## src/design/mult_share_pkg.sv

```systemverilog
// shared widths, types and encodings for the multiplier sharing design.
package mult_share_pkg;

  ////////////////////////////////////////////////////////////////////////////
  // sizes.
  ////////////////////////////////////////////////////////////////////////////

  localparam int NUM_CLIENTS = 3;   // client streams at the top level.
  localparam int OPND_W      = 16;  // width of one multiplier operand.
  localparam int DAT_W       = 2 * OPND_W;  // a stream word holds two operands or one product.
  localparam int CTL_W       = 8;   // width of the control word that rides with each beat.
  localparam int MULT_STAGES = 3;   // register stages inside the multiplier.

  // the client number sits at the bottom of the control word.
  localparam int SRC_LSB = 0;
  localparam int SRC_W   = 2;

  // the client's own tag fills everything above the client number.
  localparam int TAG_LSB = SRC_LSB + SRC_W;
  localparam int TAG_W   = CTL_W - TAG_LSB;

  ////////////////////////////////////////////////////////////////////////////
  // types.
  ////////////////////////////////////////////////////////////////////////////

  typedef logic [OPND_W-1:0] opnd_t;  // one unsigned operand.

  // a request word is {a, b}; a response word is the unsigned product a * b.
  typedef logic [DAT_W-1:0] dat_t;

  typedef logic [CTL_W-1:0] ctl_t;    // control word, {tag, client number}.
  typedef logic [SRC_W-1:0] src_t;    // client number written by the arbiter.
  typedef logic [TAG_W-1:0] tag_t;    // free tag owned by the client.

  // the arbiter is either looking for a new packet or locked onto one client.
  typedef enum logic {
    ARB_IDLE   = 1'b0,  // no packet open; next sop beat wins in round-robin order.
    ARB_LOCKED = 1'b1   // a packet is open; only the granted client may send.
  } arb_state_e;

endpackage

```

## src/design/if_stream.sv

```systemverilog
`timescale 1ns/10ps

// valid/ready stream with packet framing.
// a beat moves on a rising clock edge when val and rdy are both high.
// the source keeps everything steady while val is high and rdy is low.
interface if_stream
  import mult_share_pkg::*;
();

  dat_t dat;   // payload word.
  ctl_t ctl;   // control word that travels with the payload.
  logic val;   // source has a beat on the bus.
  logic rdy;   // sink takes the beat this cycle.
  logic sop;   // first beat of a packet.
  logic eop;   // last beat of a packet; both flags are set on a single-beat packet.

  // the side that produces beats.
  modport source (
    output dat,
    output ctl,
    output val,
    output sop,
    output eop,
    input  rdy
  );

  // the side that consumes beats.
  modport sink (
    input  dat,
    input  ctl,
    input  val,
    input  sop,
    input  eop,
    output rdy
  );

endinterface

```

## src/design/packet_arb.sv

```systemverilog
`timescale 1ns/10ps

// round-robin arbiter that picks whole packets from NUM_IN streams.
// the winner keeps the grant until its eop beat is taken, so packets never interleave.
// the chosen client's number is written into the control word on the way out.
module packet_arb
  import mult_share_pkg::*;
#(
  parameter int NUM_IN = 2
) (
  input  logic     i_clk,
  input  logic     i_rst_n,
  if_stream.sink   i_req [NUM_IN-1:0],
  if_stream.source o_req
);

  typedef logic [$clog2(NUM_IN)-1:0] idx_t;  // wide enough to name every input.

  logic [NUM_IN-1:0] req_val;  // flattened copies of the input streams.
  logic [NUM_IN-1:0] req_sop;
  logic [NUM_IN-1:0] req_eop;
  logic [NUM_IN-1:0] req_rdy;
  dat_t              req_dat [NUM_IN];
  ctl_t              req_ctl [NUM_IN];

  arb_state_e state_q;    // idle or locked on a packet.
  idx_t       ptr_q;      // first client to look at on the next packet.
  idx_t       grant_q;    // client that owns the open packet.
  idx_t       sel;        // round-robin winner among clients showing sop.
  idx_t       cur;        // client served this cycle.
  logic       found;      // some client is offering a sop beat.
  logic       has_grant;  // cur really owns the output this cycle.
  logic       out_free;   // output register is empty or drained this cycle.
  logic       acc;        // a beat is taken from cur this cycle.
  logic       run_q;      // low during reset and the cycle after, keeps every rdy low.
  ctl_t       ctl_stamp;  // control word of cur with its client number written in.

  // step to the next client, wrapping at NUM_IN.
  function automatic idx_t next_idx(input idx_t v);
    return (int'(v) == NUM_IN - 1) ? '0 : idx_t'(v + 1'b1);
  endfunction

  ////////////////////////////////////////////////////////////////////////////
  // flatten the interface array so it can be indexed by a signal.
  ////////////////////////////////////////////////////////////////////////////

  for (genvar g = 0; g < NUM_IN; g++) begin : g_flat
    assign req_val[g]    = i_req[g].val;
    assign req_sop[g]    = i_req[g].sop;
    assign req_eop[g]    = i_req[g].eop;
    assign req_dat[g]    = i_req[g].dat;
    assign req_ctl[g]    = i_req[g].ctl;
    assign i_req[g].rdy  = req_rdy[g];  // only the served client sees rdy.
  end

  ////////////////////////////////////////////////////////////////////////////
  // grant selection.
  ////////////////////////////////////////////////////////////////////////////

  // scan once around the ring starting at ptr_q and keep the first sop offer.
  always_comb begin
    idx_t cand;
    cand  = ptr_q;
    found = 1'b0;
    sel   = ptr_q;
    for (int i = 0; i < NUM_IN; i++) begin
      if (!found && req_val[cand] && req_sop[cand]) begin
        found = 1'b1;
        sel   = cand;
      end
      cand = next_idx(cand);
    end
  end

  assign has_grant = (state_q == ARB_LOCKED) || found;     // locked always serves its owner.
  assign cur       = (state_q == ARB_LOCKED) ? grant_q : sel;
  assign out_free  = !o_req.val || o_req.rdy;               // room for a new beat next edge.

  always_comb begin
    req_rdy = '0;
    if (run_q && has_grant && out_free) req_rdy[cur] = 1'b1;
  end

  assign acc = req_val[cur] && req_rdy[cur];

  always_comb begin
    ctl_stamp                      = req_ctl[cur];
    ctl_stamp[SRC_LSB +: SRC_W]    = src_t'(cur);  // result demux routes on this field.
  end

  ////////////////////////////////////////////////////////////////////////////
  // state and output register.
  ////////////////////////////////////////////////////////////////////////////

  always_ff @(posedge i_clk) begin
    if (!i_rst_n) begin
      state_q   <= ARB_IDLE;
      ptr_q     <= '0;             // client 0 is first in line after reset.
      grant_q   <= '0;
      run_q     <= 1'b0;
      o_req.val <= 1'b0;
    end else begin
      run_q <= 1'b1;
      if (out_free) o_req.val <= acc;  // refill or empty the output slot.
      if (acc) begin
        grant_q <= cur;
        state_q <= req_eop[cur] ? ARB_IDLE : ARB_LOCKED;  // eop closes the packet.
        if (state_q == ARB_IDLE) ptr_q <= next_idx(cur);  // winner goes to the back.
      end
    end
  end

  // payload only moves on an accepted beat, val above says whether it means anything.
  always_ff @(posedge i_clk) begin
    if (acc) begin
      o_req.dat <= req_dat[cur];
      o_req.ctl <= ctl_stamp;
      o_req.sop <= req_sop[cur];
      o_req.eop <= req_eop[cur];
    end
  end

endmodule

```

## src/design/resource_share.sv

```systemverilog
`timescale 1ns/10ps

// shares one pipelined resource among NUM_IN request streams.
// requests go out through the packet arbiter, which stamps the client number.
// results come back and are steered to the client named in their control word.
module resource_share
  import mult_share_pkg::*;
#(
  parameter int NUM_IN = 2
) (
  input  logic     i_clk,
  input  logic     i_rst_n,
  if_stream.sink   i_req [NUM_IN-1:0],  // client requests.
  if_stream.source o_res,               // merged requests to the resource.
  if_stream.sink   i_res,               // results from the resource.
  if_stream.source o_rsp [NUM_IN-1:0]   // results back to the clients.
);

  src_t              res_src;  // client that owns the current result beat.
  ctl_t              rsp_ctl;  // result control word with the client number cleared.
  logic [NUM_IN-1:0] rsp_rdy;  // flattened client rdy lines.

  ////////////////////////////////////////////////////////////////////////////
  // request side.
  ////////////////////////////////////////////////////////////////////////////

  packet_arb #(
    .NUM_IN ( NUM_IN )
  ) u_packet_arb (
    .i_clk   ( i_clk   ),
    .i_rst_n ( i_rst_n ),
    .i_req   ( i_req   ),
    .o_req   ( o_res   )
  );

  ////////////////////////////////////////////////////////////////////////////
  // result demux, purely combinational.
  ////////////////////////////////////////////////////////////////////////////

  assign res_src = i_res.ctl[SRC_LSB +: SRC_W];

  always_comb begin
    rsp_ctl                   = i_res.ctl;
    rsp_ctl[SRC_LSB +: SRC_W] = '0;  // clients never see the routing field.
  end

  for (genvar g = 0; g < NUM_IN; g++) begin : g_demux
    assign o_rsp[g].val = i_res.val && (res_src == src_t'(g));  // only the owner sees val.
    assign o_rsp[g].dat = i_res.dat;
    assign o_rsp[g].ctl = rsp_ctl;
    assign o_rsp[g].sop = i_res.sop;
    assign o_rsp[g].eop = i_res.eop;
    assign rsp_rdy[g]   = o_rsp[g].rdy;
  end

  // the owner's rdy goes back to the resource, a number with no client stalls it.
  assign i_res.rdy = (int'(res_src) < NUM_IN) ? rsp_rdy[res_src] : 1'b0;

endmodule

```

## src/design/shared_mult.sv

```systemverilog
`timescale 1ns/10ps

// three-stage unsigned 16 by 16 multiplier on a valid/ready stream.
// stage 0 registers the operands, stage 1 the raw product, stage 2 drives the output.
// control, sop and eop ride in step with each beat.
module shared_mult
  import mult_share_pkg::*;
(
  input  logic     i_clk,
  input  logic     i_rst_n,
  if_stream.sink   i_opnd,  // {a, b} operand pairs.
  if_stream.source o_prod   // products a * b.
);

  logic [MULT_STAGES-1:0] vld_q;   // one valid flag per stage, bit 0 is the first stage.
  logic [MULT_STAGES-1:0] sop_q;   // framing carried beside the data.
  logic [MULT_STAGES-1:0] eop_q;
  ctl_t                   ctl_q [MULT_STAGES];
  logic                   adv;     // whole pipeline moves one step this cycle.
  opnd_t                  a_q;     // stage 0 operands.
  opnd_t                  b_q;
  dat_t                   prod1_q; // stage 1 product.
  dat_t                   prod2_q; // stage 2 product, feeds the output.

  ////////////////////////////////////////////////////////////////////////////
  // flow control.
  ////////////////////////////////////////////////////////////////////////////

  // a stalled full output holds every stage; a bubble at the end lets it close up.
  assign adv        = o_prod.rdy || !vld_q[MULT_STAGES-1];
  assign i_opnd.rdy = adv;

  always_ff @(posedge i_clk) begin
    if (!i_rst_n) begin
      vld_q <= '0;
    end else if (adv) begin
      vld_q <= {vld_q[MULT_STAGES-2:0], i_opnd.val};  // an input beat enters when adv is high.
    end
  end

  ////////////////////////////////////////////////////////////////////////////
  // data path.
  ////////////////////////////////////////////////////////////////////////////

  always_ff @(posedge i_clk) begin
    if (adv) begin
      a_q     <= opnd_t'(i_opnd.dat[DAT_W-1 -: OPND_W]);  // operand a is the upper half.
      b_q     <= opnd_t'(i_opnd.dat[OPND_W-1:0]);         // operand b is the lower half.
      prod1_q <= dat_t'(a_q) * dat_t'(b_q);               // full 32-bit unsigned product.
      prod2_q <= prod1_q;
    end
  end

  // sideband shift register, same enable as the data.
  always_ff @(posedge i_clk) begin
    if (adv) begin
      ctl_q[0] <= i_opnd.ctl;
      for (int s = 1; s < MULT_STAGES; s++) begin
        ctl_q[s] <= ctl_q[s-1];
      end
      sop_q <= {sop_q[MULT_STAGES-2:0], i_opnd.sop};
      eop_q <= {eop_q[MULT_STAGES-2:0], i_opnd.eop};
    end
  end

  assign o_prod.val = vld_q[MULT_STAGES-1];
  assign o_prod.dat = prod2_q;
  assign o_prod.ctl = ctl_q[MULT_STAGES-1];  // still holds the client number for the demux.
  assign o_prod.sop = sop_q[MULT_STAGES-1];
  assign o_prod.eop = eop_q[MULT_STAGES-1];

endmodule

```

## src/design/mult_share_top.sv

```systemverilog
`timescale 1ns/10ps

// three clients share one multiplier.
// requests are merged packet by packet, multiplied, and the products are sent back
// to the client that asked for them with the client's tag intact.
module mult_share_top
  import mult_share_pkg::*;
(
  input  logic                   i_clk,
  input  logic                   i_rst_n,

  // client requests, one bit or entry per client.
  input  logic [NUM_CLIENTS-1:0] i_req_val,
  input  logic [NUM_CLIENTS-1:0] i_req_sop,
  input  logic [NUM_CLIENTS-1:0] i_req_eop,
  input  dat_t                   i_req_dat [NUM_CLIENTS],  // {a, b}.
  input  tag_t                   i_req_tag [NUM_CLIENTS],  // returned unchanged with the result.
  output logic [NUM_CLIENTS-1:0] o_req_rdy,

  // client results.
  output logic [NUM_CLIENTS-1:0] o_rsp_val,
  output logic [NUM_CLIENTS-1:0] o_rsp_sop,
  output logic [NUM_CLIENTS-1:0] o_rsp_eop,
  output dat_t                   o_rsp_dat [NUM_CLIENTS],  // a * b.
  output tag_t                   o_rsp_tag [NUM_CLIENTS],
  input  logic [NUM_CLIENTS-1:0] i_rsp_rdy
);

  ////////////////////////////////////////////////////////////////////////////
  // stream interfaces.
  ////////////////////////////////////////////////////////////////////////////

  if_stream req_if [NUM_CLIENTS-1:0] ();  // one request stream per client.
  if_stream rsp_if [NUM_CLIENTS-1:0] ();  // one result stream per client.
  if_stream mult_in_if ();                // arbiter to multiplier.
  if_stream mult_out_if ();               // multiplier back to the demux.

  ////////////////////////////////////////////////////////////////////////////
  // plain ports onto the interfaces and back.
  ////////////////////////////////////////////////////////////////////////////

  for (genvar g = 0; g < NUM_CLIENTS; g++) begin : g_client
    assign req_if[g].val = i_req_val[g];
    assign req_if[g].sop = i_req_sop[g];
    assign req_if[g].eop = i_req_eop[g];
    assign req_if[g].dat = i_req_dat[g];
    // tag goes above the client number field, which starts out as zero.
    assign req_if[g].ctl = ctl_t'({i_req_tag[g], {TAG_LSB{1'b0}}});
    assign o_req_rdy[g]  = req_if[g].rdy;

    assign o_rsp_val[g]  = rsp_if[g].val;
    assign o_rsp_sop[g]  = rsp_if[g].sop;
    assign o_rsp_eop[g]  = rsp_if[g].eop;
    assign o_rsp_dat[g]  = rsp_if[g].dat;
    assign o_rsp_tag[g]  = rsp_if[g].ctl[TAG_LSB +: TAG_W];  // only the tag leaves the chip.
    assign rsp_if[g].rdy = i_rsp_rdy[g];
  end

  ////////////////////////////////////////////////////////////////////////////
  // sharing logic around the multiplier.
  ////////////////////////////////////////////////////////////////////////////

  // arbiter on the way in, demux on the way out.
  resource_share #(
    .NUM_IN ( NUM_CLIENTS )
  ) u_resource_share (
    .i_clk   ( i_clk       ),
    .i_rst_n ( i_rst_n     ),
    .i_req   ( req_if      ),
    .o_res   ( mult_in_if  ),
    .i_res   ( mult_out_if ),
    .o_rsp   ( rsp_if      )
  );

  // one cycle in the arbiter plus MULT_STAGES here gives four cycles end to end.
  shared_mult u_shared_mult (
    .i_clk   ( i_clk       ),
    .i_rst_n ( i_rst_n     ),
    .i_opnd  ( mult_in_if  ),
    .o_prod  ( mult_out_if )
  );

endmodule

```

## config.mk

```make
export PLATFORM = sky130hd
export DESIGN_NAME = mult_share_top
export DESIGN_NICKNAME = d
export VERILOG_FILES = /design/src/design/mult_share_pkg.sv /design/src/design/if_stream.sv /design/src/design/packet_arb.sv /design/src/design/resource_share.sv /design/src/design/shared_mult.sv /design/src/design/mult_share_top.sv
export SDC_FILE = /design/constraint.sdc
export NUM_CORES = 1
export LEC_CHECK = 0
export BUFFER_PORTS_ARGS = -buffer_cell sky130_fd_sc_hd__buf_2
export CORE_ASPECT_RATIO = 0.9
export CORE_MARGIN = 2
export CORE_UTILIZATION = 45
export DETAILED_ROUTE_END_ITERATION = 10
export PLACE_DENSITY = 0.68
export SYNTH_ARGS = -nofsm -noshare
export SYNTH_HDL_FRONTEND = slang
export SYNTH_HIERARCHICAL = 1
export SYNTH_SLANG_ARGS = --single-unit
export TNS_END_PERCENT = 20
```

## constraint.sdc

```tcl
create_clock -name i_clk -period 6.5 [get_ports i_clk]
set_clock_uncertainty 0.2 [all_clocks]
set_input_delay 0.65 -clock i_clk [delete_from_list [all_inputs] [get_ports i_clk]]
set_output_delay 0.65 -clock i_clk [all_outputs]
set_load 0.02 [all_outputs]
```

# --- Word level (Yosys, flattened, before mapping) ---
# Memory sizes are Yosys's and may differ from the RTL's.
# Index checks and enable logic that the tools add are counted.
word_totals:
  register_bits: 154
  ram_bits: 24
  inputBits: 128
  out_inout_bits: 126
  n_memories: 1
op_classes:
  n_addsub: 3
  mul: 1
  n_lt_le_gt_ge: 8
  n_eq_ne: 5
  n_mux: 45
  bitwise: 2
  n_reduce_logical: 21
mem_list:
  columns: ["name", "depth", "word_bits", "read_ports", "rd_ports_with_merged_regs", "wr", "line", "rtl"]
  rows:
  - ["u_shared_mult.ctl_q", 3, 8, 3, 0, 3, "shared_mult.sv:18", "ctl_t ctl_q [MULT_STAGES];"]
op_table:
  columns: ["op", "n"]
  rows:
  - ["binary-select mux 32 bit (select 2 bit)", 1]
  - ["two-way mux 32 bit", 2]
  - ["multiplier 16 x 16 -> 32 bit", 1]
  - ["binary-select mux 1 bit (select 2 bit)", 11]
  - ["two-way mux 1 bit", 20]
  - ["binary-select mux 8 bit (select 2 bit)", 1]
  - ["two-way mux 8 bit", 2]
  - ["less-than comparator 2 x 3 -> 1 bit (second input constant)", 5]
  - ["logical AND 1 bit", 12]
  - ["two-way mux 2 bit", 6]
  - ["equality test 2 bit (second input constant)", 4]
  - ["adder 2 x 1 -> 2 bit (second input constant)", 3]
  - ["zero test 1 bit", 4]
  - ["greater-or-equal comparator 3 bit (second input constant)", 1]
  - ["logical OR 1 bit", 3]
  - ["two-way mux 3 bit", 1]
  - ["NOT 2 -> 3 bit", 1]
  - ["demux 1 bit (select 2 bit)", 1]
  - ["equality test 2 x 1 -> 1 bit (second input constant)", 1]
  - ["greater-or-equal comparator 2 x 1 -> 1 bit (second input constant)", 1]
  - ["zero test 2 bit", 1]
  - ["less-than comparator 2 bit (second input constant)", 1]
  - ["AND reduction 2 bit", 1]
  - ["NOT 1 bit", 1]

# --- Logic depth before layout (Yosys ltp) ---
# Gate-level depths: netlist of run 1.
depth:
  ltp_word: 22
  depth_mapped: 22
  depth_no_buf: 20

# --- By module ---
# The synthesis of run 1 kept the hierarchy.
by_module_without_submodules:
  columns: ["module", "instances", "cells_each", "area_each_um2", "seq_area_each_um2"]
  rows:
  - ["shared_mult", 1, 1138, 12540.8, 3843.7]
  - ["packet_arb", 1, 241, 2620.0, 1401.3]
  - ["resource_share", 1, 133, 999.7, 0.0]
  - ["mult_share_top", 1, 13, 93.8, 0.0]

# --- Worst setup path before layout of run 1 ---
# Ideal clock, no wire load.
synth_path:
  path_type: "input-to-reg"
  start: "input i_rsp_rdy[2]"
  end: "register u_resource_share.u_packet_arb.o_req.ctl[0] (enable)"
  setup_ns: 0.396
  arrival_time_ns: 5.626
  t_required_ns: 5.904
  setup_slack_ns: 0.278
  path_stages: 8
  path_cell_list: "mux2i_1 -> o21ai_1 -> nand2b_1 -> nand2b_1 -> nand2_1 -> nor3b_2 -> a32oi_2 -> inv_1"
synth_via:
  elab_chain_cells: 10
synth_rtl:
  columns: ["element", "line", "rtl"]
  rows:
  - ["from (decl)", "mult_share_top.sv:26", "input logic [NUM_CLIENTS-1:0] i_rsp_rdy"]
  - ["binary-select mux 1 bit (select 2 bit)", "resource_share.sv:57", "assign i_res.rdy = (int'(res_src) < NUM_IN) ? rsp_rdy[res_src] : 1'b0;"]
  - ["two-way mux 1 bit (not written as such)", "resource_share.sv:57", null]
  - ["two-way mux 1 bit", "resource_share.sv:57", null]
  - ["via mult_out_if.rdy", "if_stream.sv:13", "logic rdy;"]
  - ["logical OR 1 bit", "shared_mult.sv:30", "assign adv = o_prod.rdy || !vld_q[MULT_STAGES-1];"]
  - ["via mult_in_if.rdy", "if_stream.sv:13", null]
  - ["logical OR 1 bit", "packet_arb.sv:77", "assign out_free = !o_req.val || o_req.rdy;"]
  - ["logical AND 1 bit", "packet_arb.sv:81", "if (run_q && has_grant && out_free) req_rdy[cur] = 1'b1;"]
  - ["two-way mux 3 bit", "packet_arb.sv:81", null]
  - ["binary-select mux 1 bit (select 2 bit)", "packet_arb.sv:84", "assign acc = req_val[cur] && req_rdy[cur];"]
  - ["two-way mux 1 bit (not written as such)", "packet_arb.sv:84", null]
  - ["logical AND 1 bit", "packet_arb.sv:84", null]
  - ["via u_resource_share.u_packet_arb.acc", "packet_arb.sv:34", "logic acc;"]
  - ["to (signal assigned)", "packet_arb.sv:117", "o_req.ctl <= ctl_stamp;"]
  - ["to (decl)", "if_stream.sv:20", "output ctl,"]
# The timed path passes the listed nets, and every way through them passes these cells. The select of a mux whose other input is x is not followed.
# A chain may end at the register's enable or synchronous reset.

# --- Worst setup path in the final report of run 1 ---
layout_path:
  start: "register u_shared_mult.a_q[5]"
  end: "register u_shared_mult.prod1_q[31], data pin"
layout_via:
  elab_chain_cells: 1
layout_rtl:
  columns: ["element", "line", "rtl"]
  rows:
  - ["from (decl)", "shared_mult.sv:20", "opnd_t a_q;"]
  - ["from (signal assigned)", "shared_mult.sv:47", "a_q <= opnd_t'(i_opnd.dat[DAT_W-1 -: OPND_W]);"]
  - ["multiplier 16 x 16 -> 32 bit", "shared_mult.sv:49", "prod1_q <= dat_t'(a_q) * dat_t'(b_q);"]
  - ["to (signal assigned)", "shared_mult.sv:49", null]
  - ["to (decl)", "shared_mult.sv:22", "dat_t prod1_q;"]
# No other way between the ends.

==> results.yml, run 1 <==
place:
  place.port_buffers: 253
  place.detailed.hpwl_mm: 27.5
  finalWeightedCongestion: 0.885
clock_tree:
  clock_tree.buffer_depth: 2
  cts_max_level: 4
  clockRootBuffer: "clkbuf_16"
  cts_made_buffers: 17
  insertion_delay_ns: 0.46
  cts_tree: "yes"
  cts_num_sinks: 178
  cts.reportedPaths.clkPinSlew_ns: 0.07
hold_path:
  holdPathStages: 0
  worstHoldStart: "u_shared_mult/prod1_q[13]"
  hold_class: "reg2reg"
  worst_hold_path.endpoint: "u_shared_mult/o_prod.dat[13]"
worst_setup_path:
  timing.critical_path.arrival_ns: 6.24
  timing_worst_setup_path_type: "reg2reg"
  critPathRequiredTime_ns: 6.50
  cp_slowest_cell: "fa_1"
  worst_reg2reg_path_endpoint: "u_shared_mult/prod1_q[31]"
  crit_path_frequent_cell: "fa_1"
  path_delay_family: "adder cells"
  crit_path_max_fanout: 9
  largest_stage_delay_on_the_critical_path_ns: 0.55
  reg2reg_from: "u_shared_mult/a_q[5]"
  cp_cell_sequence: "buf_4 -> and2_1 -> fa_1 -> inv_1 -> fa_1 -> inv_1 -> fa_1 -> fa_1 -> fa_1 -> inv_1 -> fa_1 -> inv_1 -> ha_1 -> a21oi_4 -> o21ai_0 -> a21oi_1 -> nand3_1 -> or3b_2 -> o21ai_0 -> xnor2_1"
  path_buf_inv: 5
  timing.critical_path.to_type: "flop"
  crit_path_start_kind: "flop"
  r2r.worst_path.cells: 20
  reg2reg_setup_slack_ns: 0.26
timing:
  worstMarginPinSlew_ns: 1.01
  finalWorstPathRequiredPeriod_ns: 6.24
  timing.final.crit_share_pct: 96.0
  setup_violations: 0
  hold_viol_final: 0
  fmaxAchievable_mhz: 160
  maxSlewViolCount: 0
  totalNegativeSetupSlack_ns: 0
  max-slew-margin-rel_pct: 32.6
  grt_setup_unrepaired: "no"
drt:
  routed_via_count: 10568
  drt_iter0_markers: 556
  number_of_routed_nets_with_antenna_violations: 0
  remaining_drcs: 0
  drtPass1Iterations: 7
  post_detailed_routing_wire_length_mm: 34.1
  detail_route.wl_per_cell_um: 15.9
  vias_per_cell: 4.92
run_status:
  run_status: "finished clean"
synth:
  yosysWarnings: 6
  syn_inst: 1517
  synth_area_sq_um: 16200
  synth.avg_cell_area_sq_um: 10.7
  syn_nets: 1943
final_layout:
  final_nets: 2091
  share_of_layout_cells_above_drive_strength_1_pct: 22.5
  antenna_cells: 0
  synthesis_to_layout_area_growth_pct: 10.8
  fillerInstances: 3197
floorplan:
  coreArea_sq_um: 35300
  floorplan.die.width_um: 204
  rows: 65
  die_h_um: 184
  i_o_pins: 254
  floorplan.die_area_sq_um: 37500
  floorplan.initialDensity_pct: 45.9
grt:
  grt_overflow: 0
  grt_start_max_net_pins: 75
  antenna_found_initial: 0
  global_route_wire_length_before_repair_mm: 54.3
  groute.usage.overall_pct: 18.5
  first_global_vias: 10535
run:
  max_cap_violations: 0
-- how the worst max path moves through the flow --
stage	cells after the start	slack [ns]	start	to
2_1_floorplan	8	0.28	i_rsp_rdy[2]	u_resource_share/u_packet_arb/o_req.ctl[0]
3_3_place_gp	19	0.20	u_shared_mult/b_q[7]	u_shared_mult/prod1_q[31]
3_5_place_dp	19	0.03	u_shared_mult/b_q[7]	u_shared_mult/prod1_q[31]
4_1_cts	19	0.04	u_shared_mult/b_q[7]	u_shared_mult/prod1_q[31]
5_1_grt	20	0.01	u_shared_mult/b_q[5]	u_shared_mult/prod1_q[28]
6_report	20	0.26	u_shared_mult/a_q[5]	u_shared_mult/prod1_q[31]
-- layer usage --
layer / up-vias / routed length (um) / GRT usage (%)
met2: 314 / 16500 / 29.7
met5: - / 0 / 0
li1: 5020 / - / -
met4: 0 / 358 / 3.83
met3: 32 / 1950 / 3.93
met1: 5202 / 15300 / 26.0
-- cell usage in the layout (no fill, tap or decap), types with 6 or more instances in the layout --
cell type,n
o21ai_1,12
ha_1,104
buf_4,67
mux2i_1,45
xor2_1,11
nand3_1,13
nand2b_1,6
buf_2,253
nor2b_1,6
clkbuf_16,18
xnor2_1,15
fa_1,194
o21ai_0,49
nor2_1,24
edfxtp_1,168
nor3_1,7
a21o_1,9
dfxtp_1,10
a21oi_1,24
nand2_1,194
and2_1,128
inv_1,227
-- worst register-to-register path: stages, from the launching register on --
cell,delay [ns]
edfxtp_1,0.49
buf_4,0.22
and2_1,0.18
fa_1,0.54
inv_1,0.06
fa_1,0.55
inv_1,0.05
fa_1,0.39
fa_1,0.49
fa_1,0.49
inv_1,0.05
fa_1,0.47
inv_1,0.04
ha_1,0.37
a21oi_4,0.21
o21ai_0,0.13
a21oi_1,0.17
nand3_1,0.12
or3b_2,0.47
o21ai_0,0.22
xnor2_1,0.09
-- per-stage QoR --
stage	instance area (sq um)	setup WS [ns]	hold WS, ns	util, %	cells
6_report	17900	0.260	0.211	50.9	2147
5_1_grt	17900	0.0118	0.200	50.9	2147
4_1_cts	17800	0.0437	0.190	50.3	2124
3_5_place_dp	17100	0.0349	0.205	48.6	2092
3_3_place_gp	17100	0.198	0.201	48.6	2092
2_1_floorplan	16200	0.278	0.200	-	1517
-- final cells by class --
| type | count | area, sq um | share of cell area [%] |
|---|---|---|---|
| multi-input cells | 920 | 8880 | 49.5 |
| flip-flops and latches | 178 | 5250 | 29.2 |
| repair buffers | 320 | 1770 | 9.86 |
| inverters | 228 | 856 | 4.77 |
| well taps | 469 | 587 | 3.27 |
| clock buffers | 19 | 454 | 2.53 |
| clock inverters | 13 | 154 | 0.857 |
-- repair_timing --
action | 4_1_cts | 5_1_grt
gates resized for setup | 0 | 4
setup buffers | 0 | 23
hold buffers | 0 | 0
setup endpoints to repair | 0 | 5
-- flip-flops by register name, indices dropped and copies added, names as in the netlist --
register,flops
u_shared_mult/o_prod.dat,32
u_resource_share/u_packet_arb/run_q,1
u_shared_mult/ctl_q,24
u_resource_share/u_packet_arb/o_req.dat,32
u_shared_mult/eop_q,3
u_resource_share/u_packet_arb/o_req.ctl,8
u_shared_mult/prod1_q,32
u_shared_mult/sop_q,3
u_resource_share/u_packet_arb/state_q,1
u_shared_mult/a_q,16
u_resource_share/u_packet_arb/o_req.val,1
u_resource_share/u_packet_arb/o_req.sop,1
u_resource_share/u_packet_arb/o_req.eop,1
u_shared_mult/vld_q,3
u_resource_share/u_packet_arb/ptr_q,2
u_resource_share/u_packet_arb/grant_q,2
u_shared_mult/b_q,16
Power of run 1 is not shown: default switching activity piles up to over one toggle a cycle in this logic, so the estimate is an artifact.
==> inputs of run 2 (changes only) <==
- CORE_ASPECT_RATIO: 0.9 -> default
==> run 2 against run 1 <==
Highest routed layer unchanged. Critical endpoint is now u_shared_mult/prod1_q[23]. Utilization shrank 0.72 points. Fmax shrank 1.2%. Die area is essentially flat.
==> results.yml, run 2 (same netlist as run 1, synthesis figures left out) <==
drt:
  routed_via_count: 10475
  post_detailed_routing_wire_length_mm: 33.6
  met3_routed_wirelength_mm: 2.10
  remaining_drcs: 0
  detail_route.wirelength.met1_mm: 15.2
  detailroute.wirelength.met2_mm: 15.8
  drt_iter0_markers: 618
  detail_route.wl_per_cell_um: 15.8
  vias_per_cell: 4.95
  top_layer: "met4"
  number_of_routed_nets_with_antenna_violations: 0
  drtPass1Iterations: 4
place:
  area_after_detailed_placement_sq_um: 17000
  finalWeightedCongestion: 0.900
  place.detailed.hpwl_mm: 26.4
  place.port_buffers: 253
grt:
  antenna_found_initial: 0
  global_route_wire_length_before_repair_mm: 53.9
  groute.usage.overall_pct: 17.9
  first_global_vias: 10551
  grt_overflow: 0
  grt_start_max_net_pins: 68
clock_tree:
  cts_made_buffers: 17
  clock_tree.buffer_depth: 2
  ctsHoldBuffers: 0
  insertion_delay_ns: 0.44
  cts_num_sinks: 178
  cts.reportedPaths.clkPinSlew_ns: 0.08
  clockRootBuffer: "clkbuf_16"
  cts_tree: "yes"
  cts_max_level: 4
worst_setup_path:
  crit_path_start_kind: "flop"
  path_delay_family: "adder cells"
  largest_stage_delay_on_the_critical_path_ns: 0.60
  reg2reg_from: "u_shared_mult/a_q[4]"
  critPathRequiredTime_ns: 6.47
  timing_worst_setup_path_type: "reg2reg"
  crit_path_frequent_cell: "fa_1"
  crit_path_max_fanout: 10
  reg2reg_setup_slack_ns: 0.18
  timing.critical_path.arrival_ns: 6.29
  timing.critical_path.to_type: "flop"
  cp_cell_sequence: "buf_4 -> and2_1 -> fa_1 -> inv_1 -> fa_1 -> fa_1 -> fa_1 -> inv_1 -> fa_1 -> inv_1 -> fa_1 -> inv_1 -> ha_1 -> nand4_1 -> or2_1 -> o221ai_2 -> a31oi_2 -> o21ai_2 -> a21oi_2 -> xnor2_1"
  cp_slowest_cell: "edfxtp_1"
  path_buf_inv: 5
  timing.critical_path.from: "u_shared_mult/a_q[4]"
final_layout:
  reg.largest.list: "u_resource_share/u_packet_arb/o_req.dat x32, u_shared_mult/o_prod.dat x32, u_shared_mult/prod1_q x32"
  synthesis_to_layout_area_growth_pct: 9.78
  final_nets: 2070
  share_of_layout_cells_above_drive_strength_1_pct: 21.4
  final_design_area_no_fill_sq_um: 17800
  antenna_cells: 0
  final_core_utilization_pct: 50.1
  fillerInstances: 3132
  most-common-layout-cells: "buf_2 (253), inv_1 (227), nand2_1 (194), fa_1 (194), edfxtp_1 (168)"
  layout.cells.most_common: "buf_2"
timing:
  timing.final.crit_share_pct: 97.2
  max-slew-margin-rel_pct: 39.1
  worstMarginPinSlew_ns: 0.914
  setup_violations: 0
  fmaxAchievable_mhz: 158
  grt_setup_unrepaired: "yes"
  hold_viol_final: 0
  finalWorstPathRequiredPeriod_ns: 6.32
  maxSlewViolCount: 0
run:
  max_cap_violations: 0
floorplan:
  floorplan.initialDensity_pct: 45.7
  floorplan.die.width_um: 194
  coreArea_sq_um: 35500
  floorplan.die_area_sq_um: 37500
  rows: 69
  i_o_pins: 254
  die_h_um: 194
hold_path:
  worstHoldStart: "u_resource_share/u_packet_arb/o_req.dat[21]"
  hold_class: "reg2reg"
run_status:
  run_status: "finished clean"
-- run 2: stage by stage --
| stage | cells | TNS (ns) | setup WS (ns) | hold slack, ns |
|---|---|---|---|---|
| 5_1_grt | 2118 | -0.0111 | -0.0111 | 0.215 |
| 6_report | 2118 | 0 | 0.183 | 0.206 |
| 3_5_place_dp | 2069 | 0 | 0.0771 | 0.205 |
| 2_1_floorplan | 1517 | 0 | 0.278 | 0.200 |
| 4_1_cts | 2101 | 0 | 0.0583 | 0.209 |
| 3_3_place_gp | 2069 | 0 | 0.192 | 0.202 |
-- run 2: per-layer routing --
| layer | vias up | track usage [%] |
|---|---|---|
| met1 | 5086 | 24.7 |
| met2 | 385 | 29.4 |
| li1 | 4976 | - |
| met5 | - | 0 |
| met4 | 0 | 5.12 |
| met3 | 28 | 2.94 |
-- run 2: layout make-up --
class                      count  area (sq um)  area share, %
multi-input combinational    920          8860           49.8
sequential                   178          5250           29.5
timing repair buffer         299          1660           9.34
inverter                     228           856           4.81
tap                          461           577           3.24
clock buffer                  21           483           2.72
clock inverter                11           101          0.570
-- run 2: path summary, 6_finish.rpt --
| check | end | depth (start not counted) |
|---|---|---|
| worst max-delay path | u_shared_mult/prod1_q[23] | 20 |
| worst min-delay path | u_shared_mult/a_q[5] | 0 |
| worst max register to register | u_shared_mult/prod1_q[23] | 20 |
| worst min register to register | u_shared_mult/a_q[5] | 0 |
-- run 2: what timing repair did --
| action | CTS | global route |
|---|---|---|
| buffers inserted | 0 | 17 |
| resized for setup | 0 | 3 |
| setup endpoints to repair | 0 | 8 |
| hold endpoints to repair | 0 | 0 |
Power of run 2 is left out for the same reason.
